File: src/design/soc_params.svh
`ifndef SOC_PARAMS_SVH
`define SOC_PARAMS_SVH

// --------------------
// Memory map

// Internal RAM sits at the top of the address space and echoes above 8 KB
`define SOC_RAM_BASE    32'hFFFF_0000

// GPIO register block
`define SOC_GPIO_BASE   32'h0300_0000
`define SOC_GPIO_SIZE   32'h0000_0100

// Single transmit data word
`define SOC_UART_ADDR   32'h0300_0100

// --------------------
// Internal RAM

`define SOC_RAM_WORDS   2048        // 8 KB of 32-bit words

// --------------------
// GPIO word indices taken from address bits 5:2

`define GPIO_DELAY      4'd0        // Read gives delay detect and write sets delay select
`define GPIO_LED        4'd1        // Bit 0 red, bit 1 green, bit 2 blue
`define GPIO_Z80RST     4'd3
`define GPIO_SCL        4'd5
`define GPIO_SDA        4'd6        // Reads back the pin instead of the register
`define GPIO_USBRST     4'd7        // Active low USB reset

// --------------------
// Serial transmitter

`define SOC_UART_DIV    8           // Clocks per serial bit

`endif

File: src/design/soc_pkg.sv
package soc_pkg;

    // --------------------
    // System bus

    // Request from the bus master where a zero wstrb means read
    typedef struct packed {
        logic        valid;
        logic [31:0] addr;
        logic [31:0] wdata;
        logic [3:0]  wstrb;
    } bus_req_t;

    // Reply formed by the fabric
    typedef struct packed {
        logic        ready;
        logic [31:0] rdata;
    } bus_rsp_t;

    // Decoded target of the lookahead address
    typedef enum logic [1:0] {
        REG_NONE = 2'd0,
        REG_RAM  = 2'd1,
        REG_GPIO = 2'd2,
        REG_UART = 2'd3
    } region_t;

endpackage

File: src/design/uart_tx.sv
`timescale 1ns/1ps
`include "soc_params.svh"

module uart_tx (
    input  logic              clk_rv,
    input  logic              rst_rv,
    input  soc_pkg::bus_req_t req,
    output logic              ready,
    output logic              txd
);

    localparam int DIV   = `SOC_UART_DIV;
    localparam int DIV_W = $clog2(DIV);

    logic             busy;
    logic [8:0]       shift;     // Stop bit above the data byte
    logic [DIV_W-1:0] div_cnt;
    logic [3:0]       bit_cnt;   // 0 start, 1 to 8 data, 9 stop
    logic             bit_end;

    assign bit_end = (div_cnt == DIV_W'(DIV - 1));

    // --------------------
    // Bit timing and line

    always_ff @(posedge clk_rv) begin
        if (!rst_rv) begin
            busy    <= 1'b0;
            ready   <= 1'b0;
            txd     <= 1'b1;
            div_cnt <= '0;
            bit_cnt <= 4'd0;
        end else begin
            ready <= 1'b0;
            if (!busy) begin
                if (req.valid) begin
                    busy    <= 1'b1;
                    txd     <= 1'b0;          // Start bit
                    div_cnt <= '0;
                    bit_cnt <= 4'd0;
                end
            end else if (bit_end) begin
                div_cnt <= '0;
                if (bit_cnt == 4'd9) begin
                    busy  <= 1'b0;            // Stop bit done
                    ready <= 1'b1;
                end else begin
                    txd     <= shift[0];
                    bit_cnt <= bit_cnt + 4'd1;
                end
            end else begin
                div_cnt <= div_cnt + 1'b1;
            end
        end
    end

    // Data shifter sending LSB first
    always_ff @(posedge clk_rv) begin
        if (!busy && req.valid) begin
            shift <= {1'b1, req.wdata[7:0]};
        end else if (busy && bit_end) begin
            shift <= {1'b1, shift[8:1]};
        end
    end

    a_idle_high: assert property (@(posedge clk_rv) disable iff (!rst_rv)
        !busy |-> txd);

endmodule

File: config.mk
export PLATFORM = sky130hd
export DESIGN_NAME = uart_tx
export DESIGN_NICKNAME = d
export VERILOG_FILES = /design/src/design/soc_pkg.sv /design/src/design/uart_tx.sv
export VERILOG_INCLUDE_DIRS = /design/src /design/src/design
export SDC_FILE = /design/constraint.sdc
export NUM_CORES = 1
export LEC_CHECK = 0
export BUFFER_PORTS_ARGS = -buffer_cell sky130_fd_sc_hd__buf_2
export CAP_MARGIN = 5
export CORE_UTILIZATION = 37
export DETAILED_ROUTE_END_ITERATION = 10
export PLACE_DENSITY_LB_ADDON = 0.12
export SETUP_SLACK_MARGIN = 0.1
export SYNTH_ARGS = -nofsm -noshare
export SYNTH_HDL_FRONTEND = slang
export SYNTH_SLANG_ARGS = --single-unit
File: constraint.sdc
create_clock -name clk_rv -period 2 [get_ports clk_rv]
set_clock_uncertainty 0.05 [all_clocks]
set_input_delay 0 -clock clk_rv [delete_from_list [all_inputs] [get_ports clk_rv]]
set_output_delay 0 -clock clk_rv [all_outputs]
set_load 0.01 [all_outputs]
==> metrics.md <==
| Metric | Value |
|---|---|
| Status | `complete, no violations` |
| Worst vdd ir | `0.310 mV` |
| Vias in the first global route | `463` |
| Sequential area share after synthesis | `0.521` |
| Max stage delay on crit path | `380 ps` |
| Place WS | `357 ps` |
| Post-CTS setup buffers | `0` |
| Synth top area share | `0.284` |
| Util after Layout | `0.506` |
| LEAKAGE | `0.000398 uW` |
| CP Capture Type | `flop` |
| Synthesized instance count | `71` |
| Critical path depth in cells | `4` |
| Most common cell after layout, fill and taps aside | `buf_2` |
| Via count | `571` |
| Warnings from Yosys | `0` |
| Logic pwr share | `0.108` |
| First-pass GRT wire length | `2.16 mm` |
| Cts hold-fix bufs | `10` |
| RSZ-0062 raised after global routing | `no` |
| Slew @ Worst Pin | `332 ps` |
| Worst-Skew Late Latency | `290 ps` |
| Initial core utilization | `0.410` |
| P&R area growth vs syn | `23.4%` |
| Remaining DRCs | `0` |
| Placed Cells | `107` |
| Sw frac | `0.220` |
| Synth unique cells | `31` |
| Clk sinks | `18` |
| Reg2Reg Depth | `4` |
| GR Overflow Total | `0` |
| Clk pwr share | `0.273` |
| CTS resizes | `0` |
| Hold Vio Cnt, Final | `0` |
| CP Buf/Inv Count | `0` |
| F_max | `602 MHz` |
| Cell taking the most area after synthesis | `edfxtp_1` |
| Final number of setup-violating endpoints | `0` |
| Largest net degree at the start of global routing | `18` |
| Final WL | `1.38 mm` |
| Post-DR vias/cell | `4.72` |
| Fin worst setup slack | `339 ps` |
| Clock transition at path regs | `100 ps` |
| Die W | `49.8 microns` |
| Min Tclk post-route | `1660 ps` |
| Crit path to | `shift[3]` |
| Nets | `170` |
| #FFs+latches synth | `18` |
| Critical path cell sequence | `ha_1 > ha_1 > nand2_1 > nand2_1` |
| Period utilization | `0.830` |
| Initial antenna violation count | `0` |
| GPL Wtd Cong | `0.686` |
| DRT Pass-1 Iters | `2` |
| Power per cell area | `637 nW/um^2` |
| Post-synth ARST share | `0` |
| Reg area | `440 sq um` |
| Startpoint types | `flop` |
| Clock root buffer | `clkbuf_4` |
| CTS tree | `done` |
| Mapped Nets | `146` |
| Share of cells above drive strength 1 | `0.287` |
| N_diodes | `0` |
| Sw Pwr | `146 uW` |
| P_int | `518 uW` |
| Slowest CP cell | `dfxtp_1` |
| EDFF count, synth | `8` |
| Synth Flop Type | `dfxtp_1` |
| H-tree levels | `1` |
| Origin of the worst setup path | `div_cnt[0]` |
| Largest fanout on the critical path | `8` |
| Port Buffers | `12` |
| Hold Crit Class | `flop to flop` |
| MaxCap Viol Count | `0` |
| Filler Cell Count | `203` |
| Gr usage total | `0.116` |
| Final std cells w/o fill | `121` |
| Leading cell types in the layout, fill and taps excluded | `buf_2 (12), dfxtp_1 (10), dlygate4sd3_1 (10)` |
| Reg-to-Reg End | `shift[3]` |
| Reg2reg start | `div_cnt[0]` |
| DR WL/cell | `11.4 microns` |
| Num CTS Buffers | `3` |
| Worst reg2reg setup slack | `340 ps` |
| Std-Cell Rows | `16` |
| Crit-path leading delay family | `simple AND/OR/NAND/NOR gates` |
| Crit path DAT | `1580 ps` |
| Post-route ant nets | `0` |
| Hpwl dp | `915 microns` |
| CTS Buffer Depth | `2` |
| Post-Syn Area | `846 sq um` |
| Fin. max-slew vios | `0` |
| Core ar. | `2060 sq um` |
| Mean post-synth cell area | `11.9 sq um` |
| Worst EP required | `1920 ps` |
| Relative slew slack | `0.778` |
| 1st-iter DRT viols | `7` |
| Multi-input logic area | `372 sq um` |
| Chip height | `49.8 microns` |
| Setup CP Type | `flop to flop` |
| Area contributors post-synth | `edfxtp_1 (28%), dfxtp_1 (24%), mux2_2 (9.3%), ha_1 (5.9%), nand3_1 (3.0%)` |
| Setup total negative slack | `0 ps` |
| Area of the die | `2480 sq um` |
| Sequential power share | `0.619` |
| # IOs | `73` |
==> power groups by stage <==
| stage | logic [uW] | registers [uW] | clock network [uW] |
|---|---|---|---|
| final | 72.0 | 411 | 181 |
| after global routing | 79.3 | 413 | 202 |
| after CTS | 72.5 | 411 | 189 |
| after detailed placement | 57.7 | 420 | 0 |
| after global placement | 56.6 | 419 | 0 |
| after floorplan | 44.9 | 416 | 0 |
==> worst min-delay path: stages (launching register included) <==
cell     delay [ps]
dfxtp_1         330
nand3_1          60
mux2i_1          60
==> stage by stage <==
stage,power [uW],hold WS (ps),instance area [sq um]
floorplan,461,105,846
global placement,475,217,917
detailed placement,477,217,917
CTS,673,440,1040
global route,694,449,1040
finish,664,437,1040
==> Yosys cell counts, types with 2 or more instances <==
master,number
nand2b_1,2
nand3b_1,3
dfxtp_1,10
nor3b_1,2
nor2_1,3
edfxtp_1,8
mux2_2,7
ha_1,4
buf_4,2
nand3_1,5
mux2i_1,2
nor2b_1,3
nand2_1,2
==> worst min path at each step <==
| stage | from | endpoint | slack (ps) | cells after the start |
|---|---|---|---|---|
| final | bit_cnt[3] | bit_cnt[3] | 440 | 2 |
| after global placement | req[11] | shift[7] | 220 | 2 |
| after global routing | req[11] | shift[7] | 450 | 3 |
| after CTS | bit_cnt[3] | bit_cnt[3] | 440 | 2 |
| after detailed placement | req[11] | shift[7] | 220 | 2 |
| after floorplan | rst_rv | bit_cnt[1] | 100 | 2 |
==> state kept, by name (all words and copies together), names as in the netlist <==
| name | count |
|---|---|
| div_cnt | 3 |
| ready | 1 |
| shift | 8 |
| busy | 1 |
| bit_cnt | 4 |
| txd | 1 |
==> cells by family after synthesis <==
logic type,count (synthesis),share of synthesized area
compound gates,8,0.0651
fa+ha+maj,4,0.0592
buf+inv,5,0.0399
flops,18,0.521
mux,9,0.117
simple gates,27,0.198
==> cell type report <==
cell class | instances | share of cell area
Multi-Input combinational cell | 48 | 0.356
Timing Repair Buffer | 23 | 0.161
Clock buffer | 3 | 0.0216
Inverter | 1 | 0.00360
Tap cell | 27 | 0.0324
Clock inverter | 1 | 0.00360
Sequential cell | 18 | 0.422
==> per-layer routing <==
| metal | wire (microns) | global-route usage |
|---|---|---|
| met2 | 589 | 0.169 |
| met1 | 749 | 0.166 |
| met4 | 0 | 0.0429 |
| met3 | 38 | 0.0278 |
| met5 | 0 | 0 |
No activity file was read; power rests on OpenSTA's default activity.
