==> src/design/soc_params.svh <==
`ifndef SOC_PARAMS_SVH
`define SOC_PARAMS_SVH

// --------------------
// Memory map

// Internal RAM sits at the top of the address space and echoes above 8 KB
`define SOC_RAM_BASE    32'hFFFF_0000

// GPIO register block
`define SOC_GPIO_BASE   32'h0300_0000
`define SOC_GPIO_SIZE   32'h0000_0100

// Single transmit data word
`define SOC_UART_ADDR   32'h0300_0100

// --------------------
// Internal RAM

`define SOC_RAM_WORDS   2048        // 8 KB of 32-bit words

// --------------------
// GPIO word indices taken from address bits 5:2

`define GPIO_DELAY      4'd0        // Read gives delay detect and write sets delay select
`define GPIO_LED        4'd1        // Bit 0 red, bit 1 green, bit 2 blue
`define GPIO_Z80RST     4'd3
`define GPIO_SCL        4'd5
`define GPIO_SDA        4'd6        // Reads back the pin instead of the register
`define GPIO_USBRST     4'd7        // Active low USB reset

// --------------------
// Serial transmitter

`define SOC_UART_DIV    8           // Clocks per serial bit

`endif

==> src/design/soc_pkg.sv <==
package soc_pkg;

    // --------------------
    // System bus

    // Request from the bus master where a zero wstrb means read
    typedef struct packed {
        logic        valid;
        logic [31:0] addr;
        logic [31:0] wdata;
        logic [3:0]  wstrb;
    } bus_req_t;

    // Reply formed by the fabric
    typedef struct packed {
        logic        ready;
        logic [31:0] rdata;
    } bus_rsp_t;

    // Decoded target of the lookahead address
    typedef enum logic [1:0] {
        REG_NONE = 2'd0,
        REG_RAM  = 2'd1,
        REG_GPIO = 2'd2,
        REG_UART = 2'd3
    } region_t;

endpackage

==> src/design/gpio_regs.sv <==
`timescale 1ns/1ps
`include "soc_params.svh"

module gpio_regs (
    input  logic              clk_rv,
    input  logic              rst_rv,
    input  soc_pkg::bus_req_t req,
    input  logic [4:0]        delay_det,
    input  logic              sda_in,
    output logic [31:0]       rdata,
    output logic [2:0]        led,
    output logic              z80_rst,
    output logic              scl,
    output logic              sda_oe,
    output logic              usb_rst_n,
    output logic [4:0]        delay_sel
);

    logic       sda;     // High releases the line
    logic [3:0] idx;
    logic       wr;
    logic       rd;

    assign idx = req.addr[5:2];
    assign wr  = req.valid && (req.wstrb != 4'b0000);
    assign rd  = req.valid && (req.wstrb == 4'b0000);

    // --------------------
    // Register writes

    always_ff @(posedge clk_rv) begin
        if (!rst_rv) begin
            led       <= 3'b000;
            z80_rst   <= 1'b1;        // Hold the Z80 in reset
            scl       <= 1'b1;
            sda       <= 1'b1;
            usb_rst_n <= 1'b0;
            delay_sel <= delay_det;   // Start from the detected delay
        end else if (wr) begin
            case (idx)
                `GPIO_DELAY:  delay_sel <= req.wdata[4:0];
                `GPIO_LED:    led       <= req.wdata[2:0];
                `GPIO_Z80RST: z80_rst   <= req.wdata[0];
                `GPIO_SCL:    scl       <= req.wdata[0];
                `GPIO_SDA:    sda       <= req.wdata[0];
                `GPIO_USBRST: usb_rst_n <= req.wdata[0];
                default: ;
            endcase
        end
    end

    // --------------------
    // Readback

    always_ff @(posedge clk_rv) begin
        if (rd) begin
            case (idx)
                `GPIO_DELAY:  rdata <= {27'd0, delay_det};
                `GPIO_LED:    rdata <= {29'd0, led};
                `GPIO_Z80RST: rdata <= {31'd0, z80_rst};
                `GPIO_SDA:    rdata <= {31'd0, sda_in};  // Pin state
                default:      rdata <= 32'd0;
            endcase
        end
    end

    assign sda_oe = ~sda;  // Open drain that only drives low

    // A bus access reaches the registers for one cycle only
    a_single_access: assert property (@(posedge clk_rv) disable iff (!rst_rv)
        req.valid |=> !req.valid);

endmodule

==> config.mk <==
export PLATFORM = sky130hd
export DESIGN_NAME = gpio_regs
export DESIGN_NICKNAME = d
export VERILOG_FILES = /design/src/design/soc_pkg.sv /design/src/design/gpio_regs.sv
export VERILOG_INCLUDE_DIRS = /design/src /design/src/design
export SDC_FILE = /design/constraint.sdc
export NUM_CORES = 1
export LEC_CHECK = 0
export ABC_AREA = 1
export BUFFER_PORTS_ARGS = -buffer_cell sky130_fd_sc_hd__buf_4
export CAP_MARGIN = 0
export CORE_ASPECT_RATIO = 1.5
export CORE_MARGIN = 3
export CORE_UTILIZATION = 30
export DETAILED_ROUTE_END_ITERATION = 10
export PLACE_DENSITY_LB_ADDON = 0.08
export SETUP_SLACK_MARGIN = 0.05
export SYNTH_ARGS = -nofsm -noshare
export SYNTH_HDL_FRONTEND = slang
export SYNTH_SLANG_ARGS = --single-unit
==> constraint.sdc <==
create_clock -name clk_rv -period 1.3 [get_ports clk_rv]
set_input_delay 0.26 -clock clk_rv [delete_from_list [all_inputs] [get_ports clk_rv]]
set_output_delay 0.26 -clock clk_rv [all_outputs]
set_load 0.05 [all_outputs]
==> impl_results.rst <==
.. list-table::
   :header-rows: 1

   * - Metric
     - Value
   * - Violation count after the first detailed-route iteration
     - 11
   * - Maximum single-stage delay on the critical path
     - approximately 360 ps
   * - Minimum clock period
     - between 1000 and 1500 ps
   * - Number of buffer and inverter instances along the worst setup path
     - 1
   * - Total clock buffers created by CTS
     - 3
   * - Clock slew at reported path FFs
     - ~60 ps
   * - Final hold slack
     - 259 ps
   * - Setup Total Neg Slack
     - 0 ps
   * - Leakage power
     - 0.666 nW
   * - Mean area per synthesized cell
     - 7.91 um2
   * - Post-route cell area
     - between 1000 and 1500 um2
   * - Quantity of I/O buffers inserted on ports
     - 38
   * - Cell type group with the largest total delay on the critical path
     - flip-flops
   * - Cell area after technology mapping
     - about 1000 um2
   * - Die outline height
     - about 80 um
   * - Final WL
     - 2.26 mm
   * - Die Wd
     - 54.2 um
   * - Clock tree sinks
     - 17
   * - Placeable Area
     - about 3300 um2
   * - Startpoint types
     - register
   * - Number of cells traversed by the worst register-to-register path
     - 2
   * - Crit path max fanout
     - 3
   * - GRT Util Overall
     - 11.3%
   * - Final period util
     - 83.1%
   * - Final slew viol count
     - 0
   * - Max frequency
     - 926 MHz
   * - Cts-stage hold buffer count
     - 0
   * - Clock latency at the later pin of the worst-skew pair
     - ~250 ps
   * - Result of the run
     - finished clean
   * - Detailed-route DRC error count
     - 0
   * - Count of nets left with antenna violations after detail routing
     - 0
   * - Die Area
     - around 4200 um2
   * - Final setup violation count
     - 0
   * - Worst hold path cell count
     - 3
   * - Area added between synthesis and finish
     - 29.3%
   * - Total overflow reported by the global router
     - 0
   * - Clock tree from TritonCTS
     - built
   * - Proportion of synthesized chip area in sequential cells
     - 42.2%
   * - Pin count of the biggest net entering global routing
     - 19
   * - Warnings from Yosys
     - 0
   * - Number of hold violations in the final report
     - 0
   * - Vias
     - just under 900
   * - Critical Path End Type
     - output pin
   * - Cell with the biggest individual delay on the critical path
     - dfxtp_1
   * - Pwr/cell area
     - between 1000 and 1500 nW/um2
   * - Final-stage net count
     - between 200 and 300
   * - Crit path arrival time
     - ~800 ps
   * - Total half-perimeter wirelength after legalization and detailed placement
     - 1.89 mm
   * - Ports placed on the boundary
     - around 120
   * - Global-route wire length before repair
     - roughly 3.6 mm
   * - Maximum ir drop on the vdd rail
     - 574 uV
   * - Share of cells above drive strength 1
     - just under 30%
   * - Maximum clock path buffer count
     - 2
   * - Initial antenna violation count
     - 0
   * - Flip-flop and latch count after synthesis
     - 17
   * - Setup repair after global routing missed its margin
     - no
   * - Total inserted antenna cells
     - 0
   * - Starting utilization of the core area
     - approximately a third
   * - Via-per-instance ratio
     - 4.06
   * - Number of levels in the clock H-tree
     - 1
   * - Stages on worst setup path
     - 1
   * - Clock skew after layout
     - around 1.9 ps
   * - Reported max-cap violation count
     - 0
   * - Cells resized by post-CTS repair
     - 0
   * - Post-synthesis cell type count
     - 16
   * - # fillers
     - 357
   * - Clock Root Buffer
     - clkbuf_8
   * - Standard-cell row count
     - 25
   * - First-pass iteration count of the detailed router
     - 5
   * - Critical path data required time
     - around 1000 ps
   * - Placed cell area
     - between 1000 and 1500 um2
   * - Number of instances in the synthesized netlist
     - roughly 130
   * - Power after layout
     - ~0.0014 W
   * - Start-to-end type of the worst setup path
     - reg2out
   * - RePlAce Congestion
     - 0.861
   * - Detailed-route wire length per cell
     - 10.5 um
   * - Critical-path cell list
     - buf_4
   * - Buffers inserted during post-CTS setup optimization
     - 0
   * - Via count of the first global-routing pass
     - 842
   * - Hold/Removal Path Class
     - in2reg
logic make-up (layout without fill, tap and decap cells):
kind of cell / Yosys count / count (layout) / synth area share, %
compound gates: 9 / 9 / 4.32
simple gates: 61 / 61 / 27.2
buf+inv: 44 / 62 / 25.9
other cells: 1 / 27 / 0.359
flops: 17 / 17 / 42.2
where the power goes:
group          internal [W]  total [W]  switching [W]
Sequential         0.000594   0.000601     0.00000711
Clock              0.000217   0.000382       0.000165
Combinational     0.0000978   0.000429       0.000331
routing by layer:
metal | vias to the layer above | part of all wire, % | global-route usage [%]
met2 | 48 | 48 | 19.2
met1 | 365 | 40 | 12.8
met4 | 0 | 3.0 | 5.49
met5 | - | 0 | 0
met3 | 7 | 9.0 | 2.28
li1 | 457 | - | -
sequential cells by signal (all words and copies together) (netlist names):
register,flops
rdata,5
scl,1
usb_rst_n,1
delay_sel,5
z80_rst,1
led,3
sda,1
Yosys cell counts:
master    instances  area (um2)
nand3_1           8        40.0
a21oi_1           1        5.00
nor2_1           19        71.3
o21ai_0           8        40.0
nor2_2            2        12.5
nand2_4           1        11.3
buf_4            27         203
inv_1            14        52.6
nor2_4            1        11.3
buf_2             3        15.0
nand4_1           9        56.3
edfxtp_1         10         300
nand2_2           1        6.26
nand2_1          20        75.1
dfxtp_1           7         140
conb_1            1        3.75
final timing paths:
kind                              start  slack [ps]  endpoint
worst max register to register  z80_rst         520  rdata[0]
worst max-delay path             led[1]         220    led[1]
worst min register to register      sda         460       sda
worst min-delay path             req[4]         260   z80_rst
area by class of cell:
type                            instances  area [um2]  share of cell area, %
Tap cell                               40        50.0                   3.71
Multi-Input combinational cell         97         430                   31.9
Sequential cell                        17         440                   32.7
Timing Repair Buffer                   44         330                   24.5
Inverter                               14        52.6                   3.90
Clock buffer                            4        45.0                   3.34
cells in the final DEF (no fill, tap or decap):
cell type,n
conb_1,27
nor2_4,1
clkbuf_1,1
nor2_2,2
nand2_4,1
nor2_1,19
buf_4,44
a21oi_1,1
clkbuf_8,3
nand3_1,8
o21ai_0,7
nand4_1,9
inv_1,14
nand2_1,20
nand2_2,1
edfxtp_1,10
dfxtp_1,7
o21ai_1,1
stage by stage:
step	utilization (%)	setup slack [ps]	cells
global placement	40.1	29.0	212
detailed placement	40.1	40.9	212
finish	41.5	220	216
floorplan	-	71.6	158
CTS	41.5	198	216
global route	41.5	175	216
No activity file was read; power rests on OpenSTA's default activity.
