[src/design/soc_params.svh]
`ifndef SOC_PARAMS_SVH
`define SOC_PARAMS_SVH

// --------------------
// Memory map

// Internal RAM sits at the top of the address space and echoes above 8 KB
`define SOC_RAM_BASE    32'hFFFF_0000

// GPIO register block
`define SOC_GPIO_BASE   32'h0300_0000
`define SOC_GPIO_SIZE   32'h0000_0100

// Single transmit data word
`define SOC_UART_ADDR   32'h0300_0100

// --------------------
// Internal RAM

`define SOC_RAM_WORDS   2048        // 8 KB of 32-bit words

// --------------------
// GPIO word indices taken from address bits 5:2

`define GPIO_DELAY      4'd0        // Read gives delay detect and write sets delay select
`define GPIO_LED        4'd1        // Bit 0 red, bit 1 green, bit 2 blue
`define GPIO_Z80RST     4'd3
`define GPIO_SCL        4'd5
`define GPIO_SDA        4'd6        // Reads back the pin instead of the register
`define GPIO_USBRST     4'd7        // Active low USB reset

// --------------------
// Serial transmitter

`define SOC_UART_DIV    8           // Clocks per serial bit

`endif

[src/design/soc_pkg.sv]
package soc_pkg;

    // --------------------
    // System bus

    // Request from the bus master where a zero wstrb means read
    typedef struct packed {
        logic        valid;
        logic [31:0] addr;
        logic [31:0] wdata;
        logic [3:0]  wstrb;
    } bus_req_t;

    // Reply formed by the fabric
    typedef struct packed {
        logic        ready;
        logic [31:0] rdata;
    } bus_rsp_t;

    // Decoded target of the lookahead address
    typedef enum logic [1:0] {
        REG_NONE = 2'd0,
        REG_RAM  = 2'd1,
        REG_GPIO = 2'd2,
        REG_UART = 2'd3
    } region_t;

endpackage

[src/design/bus_decoder.sv]
`timescale 1ns/1ps
`include "soc_params.svh"

module bus_decoder (
    input  logic              clk_rv,
    input  logic              rst_rv,
    input  logic [31:0]       la_addr,
    input  soc_pkg::bus_req_t req,
    output soc_pkg::bus_rsp_t rsp,
    output soc_pkg::bus_req_t ram_req,
    output soc_pkg::bus_req_t gpio_req,
    output soc_pkg::bus_req_t uart_req,
    input  logic [31:0]       ram_rdata,
    input  logic [31:0]       gpio_rdata,
    input  logic              uart_ready,
    output logic              bus_error
);

    soc_pkg::region_t la_region;
    soc_pkg::region_t region;        // Registered select
    logic             default_ready;
    logic             valid_last;
    logic             bus_ready;
    logic             req_live;      // Valid and not yet acknowledged

    // --------------------
    // Lookahead decode

    always_comb begin
        if (la_addr >= `SOC_RAM_BASE) begin
            la_region = soc_pkg::REG_RAM;
        end else if (la_addr >= `SOC_GPIO_BASE &&
                     la_addr < (`SOC_GPIO_BASE + `SOC_GPIO_SIZE)) begin
            la_region = soc_pkg::REG_GPIO;
        end else if (la_addr == `SOC_UART_ADDR) begin
            la_region = soc_pkg::REG_UART;
        end else begin
            la_region = soc_pkg::REG_NONE;
        end
    end

    // Region follows the lookahead address between requests
    always_ff @(posedge clk_rv) begin
        if (!rst_rv) begin
            region <= soc_pkg::REG_NONE;
        end else if (!req.valid) begin
            region <= la_region;
        end
    end

    // --------------------
    // Target selects

    assign bus_ready = default_ready | uart_ready;
    assign req_live  = req.valid & ~bus_ready;

    always_comb begin
        ram_req        = req;
        gpio_req       = req;
        uart_req       = req;
        ram_req.valid  = req_live && (region == soc_pkg::REG_RAM);
        gpio_req.valid = req_live && (region == soc_pkg::REG_GPIO);
        uart_req.valid = req_live && (region == soc_pkg::REG_UART);
    end

    // One cycle acknowledge for everything except the UART
    always_ff @(posedge clk_rv) begin
        if (!rst_rv) begin
            default_ready <= 1'b0;
        end else begin
            default_ready <= req_live && (region != soc_pkg::REG_UART);
        end
    end

    // --------------------
    // Sticky bus error

    always_ff @(posedge clk_rv) begin
        if (!rst_rv) begin
            valid_last <= 1'b0;
            bus_error  <= 1'b0;
        end else begin
            valid_last <= req.valid;
            if (req.valid && !valid_last && region == soc_pkg::REG_NONE) begin
                bus_error <= 1'b1;
            end
        end
    end

    // --------------------
    // Read return

    always_comb begin
        rsp.ready = bus_ready;
        case (region)
            soc_pkg::REG_RAM:  rsp.rdata = ram_rdata;
            soc_pkg::REG_GPIO: rsp.rdata = gpio_rdata;
            default:           rsp.rdata = 32'hFFFF_FFFF;  // Unmapped or write-only
        endcase
    end

    // Only one target acknowledges at a time
    a_one_target: assert property (@(posedge clk_rv) disable iff (!rst_rv)
        !(default_ready && uart_ready));

endmodule

[config.mk]
export PLATFORM = sky130hd
export DESIGN_NAME = bus_decoder
export DESIGN_NICKNAME = d
export VERILOG_FILES = /design/src/design/soc_pkg.sv /design/src/design/bus_decoder.sv
export VERILOG_INCLUDE_DIRS = /design/src /design/src/design
export SDC_FILE = /design/constraint.sdc
export NUM_CORES = 1
export LEC_CHECK = 0
export BUFFER_PORTS_ARGS = -buffer_cell sky130_fd_sc_hd__buf_4
export CAP_MARGIN = 20
export CORE_AREA = 2 2 159 161
export CTS_CLUSTER_SIZE = 24
export DETAILED_ROUTE_END_ITERATION = 8
export DIE_AREA = 0 0 161 163
export PLACE_DENSITY = 0.38
export SLEW_MARGIN = 20
export SYNTH_ARGS = -nofsm -noshare
export SYNTH_HDL_FRONTEND = slang
export SYNTH_SLANG_ARGS = --single-unit
[constraint.sdc]
create_clock -name clk_rv -period 1.6 [get_ports clk_rv]
set_input_delay 0.16 -clock clk_rv [delete_from_list [all_inputs] [get_ports clk_rv]]
set_output_delay 0.16 -clock clk_rv [all_outputs]
set_load 0.05 [all_outputs]
==> summary.md <==
| Metric | Value |
|---|---|
| Outcome | finished with violations |
| Failing checks | negative setup slack |
| CP cell instances | inv_4 -> ha_4 -> buf_12 -> buf_16 -> nand2_4 -> buf_8 |
| First DRT Iteration DRCs | 35 |
| Setup WS pre-CTS | 36.8 ps |
| Post-synth EDFFs | 0 |
| CTS tree | yes |
| Num CTS Buffers | 3 |
| Static Leak | 0.00113 uW |
| First-pass GRT wire length | 11600 microns |
| Antenna violations before repair | 0 |
| Synth Instances | about 330 |
| Largest net degree at the start of global routing | 21 |
| Power Dens Cells | between 400 and 500 mW/mm^2 |
| Top sig layer | met4 |
| CTS root buf | clkbuf_16 |
| CP endpoint kind | output pin |
| Detailed placer's ending HPWL | 5970 microns |
| Port bufs | 136 |
| Die H | 163 microns |
| Layout cells sized above 1 | 81.5% |
| Avg Vias per Cell | 2.87 |
| Slew Viols, Final | 0 |
| Unrepaired setup endpoints after global routing | true |
| Sequential area share after synthesis | under 10% |
| Ys Warns | 0 |
| I/O pins | 409 |
| H-tree depth | 1 |
| Hold Violations, Final | 0 |
| Wire length per cell | 14.5 microns |
| Number of antenna-violating nets in the routed design | 0 |
| Tot GR Track Use | 5.97% |
| Met3 routed WL | 998 microns |
| Area contributors post-synth | buf_4 66%, a22oi_1 10%, nand2_1 5.7% |
| Largest area contributor in the netlist | buf_4 |
| Post-Syn Area | 0.00232 sq mm |
| Clock insertion delay at the later pin of the skew report | 230 ps |
| Synthesized net count | between 400 and 500 |
| Slew HR | between 70% and 80% |
| Most used flip-flop cell after synthesis | dfxtp_1 |
| CTS sink count | 5 |
| Final setup viols | 16 |
| Final clock skew | 1.93 ps |
| DR WL met2 | 3940 microns |
| Hold Path Class | input port to register |
| Cell with the most instances after synthesis | buf_4 |
| Met1 Routed Length | 3010 microns |
| Placeable Area | around 0.025 sq mm |
| Die X-Extent | 161 microns |
| Worst Tran Pin Value | between 300 and 400 ps |
| Remaining Overflow, GRT | 0 |
| Register bit total from synthesis | 5 |
| CP peak stage delay | 370 ps |
| Worst setup SP type | register |
| Commonest cells in the netlist | 205 x buf_4, 35 x nand2_1, 32 x a22oi_1 |
| Vias post-DR | roughly 1700 |
| Clk buf depth | 2 |
| Fill count | 2868 |
| Average size of a mapped cell | 7.12 sq um |
| Netlist cell types | 21 |
| Top cell type's share of synthesized area | 66.3% |
| NumNets Final | 438 |
| Routability cong. | 0.656 |
| DIE AREA | 0.0262 sq mm |
| WP data required | 1440 ps |
| Critical Path AT | around 1500 ps |
| Clock Pin Slew Worst Setup and Hold Paths | 30 ps |
| Drt total wl | 8620 microns |
| Area grow syn2layout | 29.4% |
| Residual DRC | 0 |
| Slowest CP cell | dfxtp_4 |
| Async S/R FF share, synth | 0% |
| MaxCap Viol Count | 0 |
| Worst VDD drop | 0.222 mV |
| F_max | 0.613 GHz |
| Starting Density | 9.41% |
| Row count | 58 |
| Critical path type | register to output pin |
| Vias in the first global route | 1746 |
| CP Max Fanout | 5 |
| Period utilisation layout | 102% |
| PnR worst setup slack | -31.4 ps |
| Diodes inserted | 0 |
| Final min period | 1630 ps |
| DRT Pass-1 Iters | 4 |
| WHS | 194 ps |
state kept, by name (all words and copies together), names as in the netlist:
| register | count |
|---|---|
| region | 2 |
| valid_last | 1 |
| bus_error | 1 |
| default_ready | 1 |
cell families after synthesis:
group | Yosys count | share of synthesized area (%)
AO/OA/AOI/OAI | 35 | 11.5
adder cells (fa/ha/maj) | 4 | 2.16
buffers and inverters | 221 | 68.9
flip-flops | 5 | 4.31
AND/OR/NAND/NOR | 61 | 13.2
worst max-delay path, delay by kind of cell (launching register included):
family	cells	cell delay, ps
buffers and inverters	4	480
flip-flops	1	370
adder cells (fa/ha/maj)	1	340
AND/OR/NAND/NOR	1	50
power breakdown:
part	internal (uW)	leakage (uW)	total, uW	switching (uW)
registers	129	0.0000426	133	3.86
logic	331	0.00105	668	338
clock network	330	0.0000382	408	78.5
total	789	0.00113	1210	420
final cells by class:
| class | count | area, sq um | share of cell area, % |
|---|---|---|---|
| Multi-Input combinational cell | 100 | 906 | 30.1 |
| Sequential cell | 5 | 108 | 3.58 |
| Inverter | 5 | 23.8 | 0.791 |
| Timing Repair Buffer | 151 | 1480 | 49.1 |
| Clock buffer | 4 | 78.8 | 2.62 |
| Tap cell | 330 | 413 | 13.7 |
worst paths after layout:
path                          startpoint                  endpoint  slack, ps  cells past startpoint
hold / removal                   req[68]    region[0]$_SDFFE_PN0N_        190                      2
setup reg to reg  region[1]$_SDFFE_PN0N_  default_ready$_SDFF_PN0_        630                      3
hold reg to reg   bus_error$_SDFFE_PN0P_    bus_error$_SDFFE_PN0P_        480                      2
setup / recovery  region[1]$_SDFFE_PN0N_                    rsp[0]        -30                      6
stage by stage:
stage	setup TNS [ps]	area, sq um	instances	util (%)	total power (uW)
CTS	-925	2970	594	12.0	1230
global placement	0	2300	582	9.32	680
global route	-1910	3010	595	12.2	1270
floorplan	-737	2350	326	-	1750
finish	-388	3010	595	12.2	1210
detailed placement	0	2300	582	9.32	679
placed cells by master (no fill, tap or decap), types with 2 or more instances in the layout:
master	n
nand2_1	14
ha_4	3
a22oi_1	3
nand4_1	6
buf_16	3
inv_1	3
nor2_1	5
nand2_4	9
a22oi_2	29
buf_6	24
dfxtp_1	3
buf_4	105
dfxtp_4	2
nand2_2	12
buf_12	8
or4_1	2
clkbuf_16	4
nor4_1	4
and3_2	2
inv_4	2
buf_8	10
per-layer routing:
| metal | track usage [%] | vias up |
|---|---|---|
| met5 | 0 | - |
| met4 | 4.63 | 0 |
| met3 | 2.42 | 76 |
| met2 | 9.46 | 143 |
| met1 | 6.36 | 739 |
| li1 | - | 748 |
repair_timing:
action / CTS / global route
buffers inserted: 4 / 1
hold buffers: 0 / 0
setup endpoints to repair: 34 / 33
cloned: 4 / 1
pin swaps: 7 / 9
resized for setup: 107 / 8
Power figures use the tool's default switching activity.
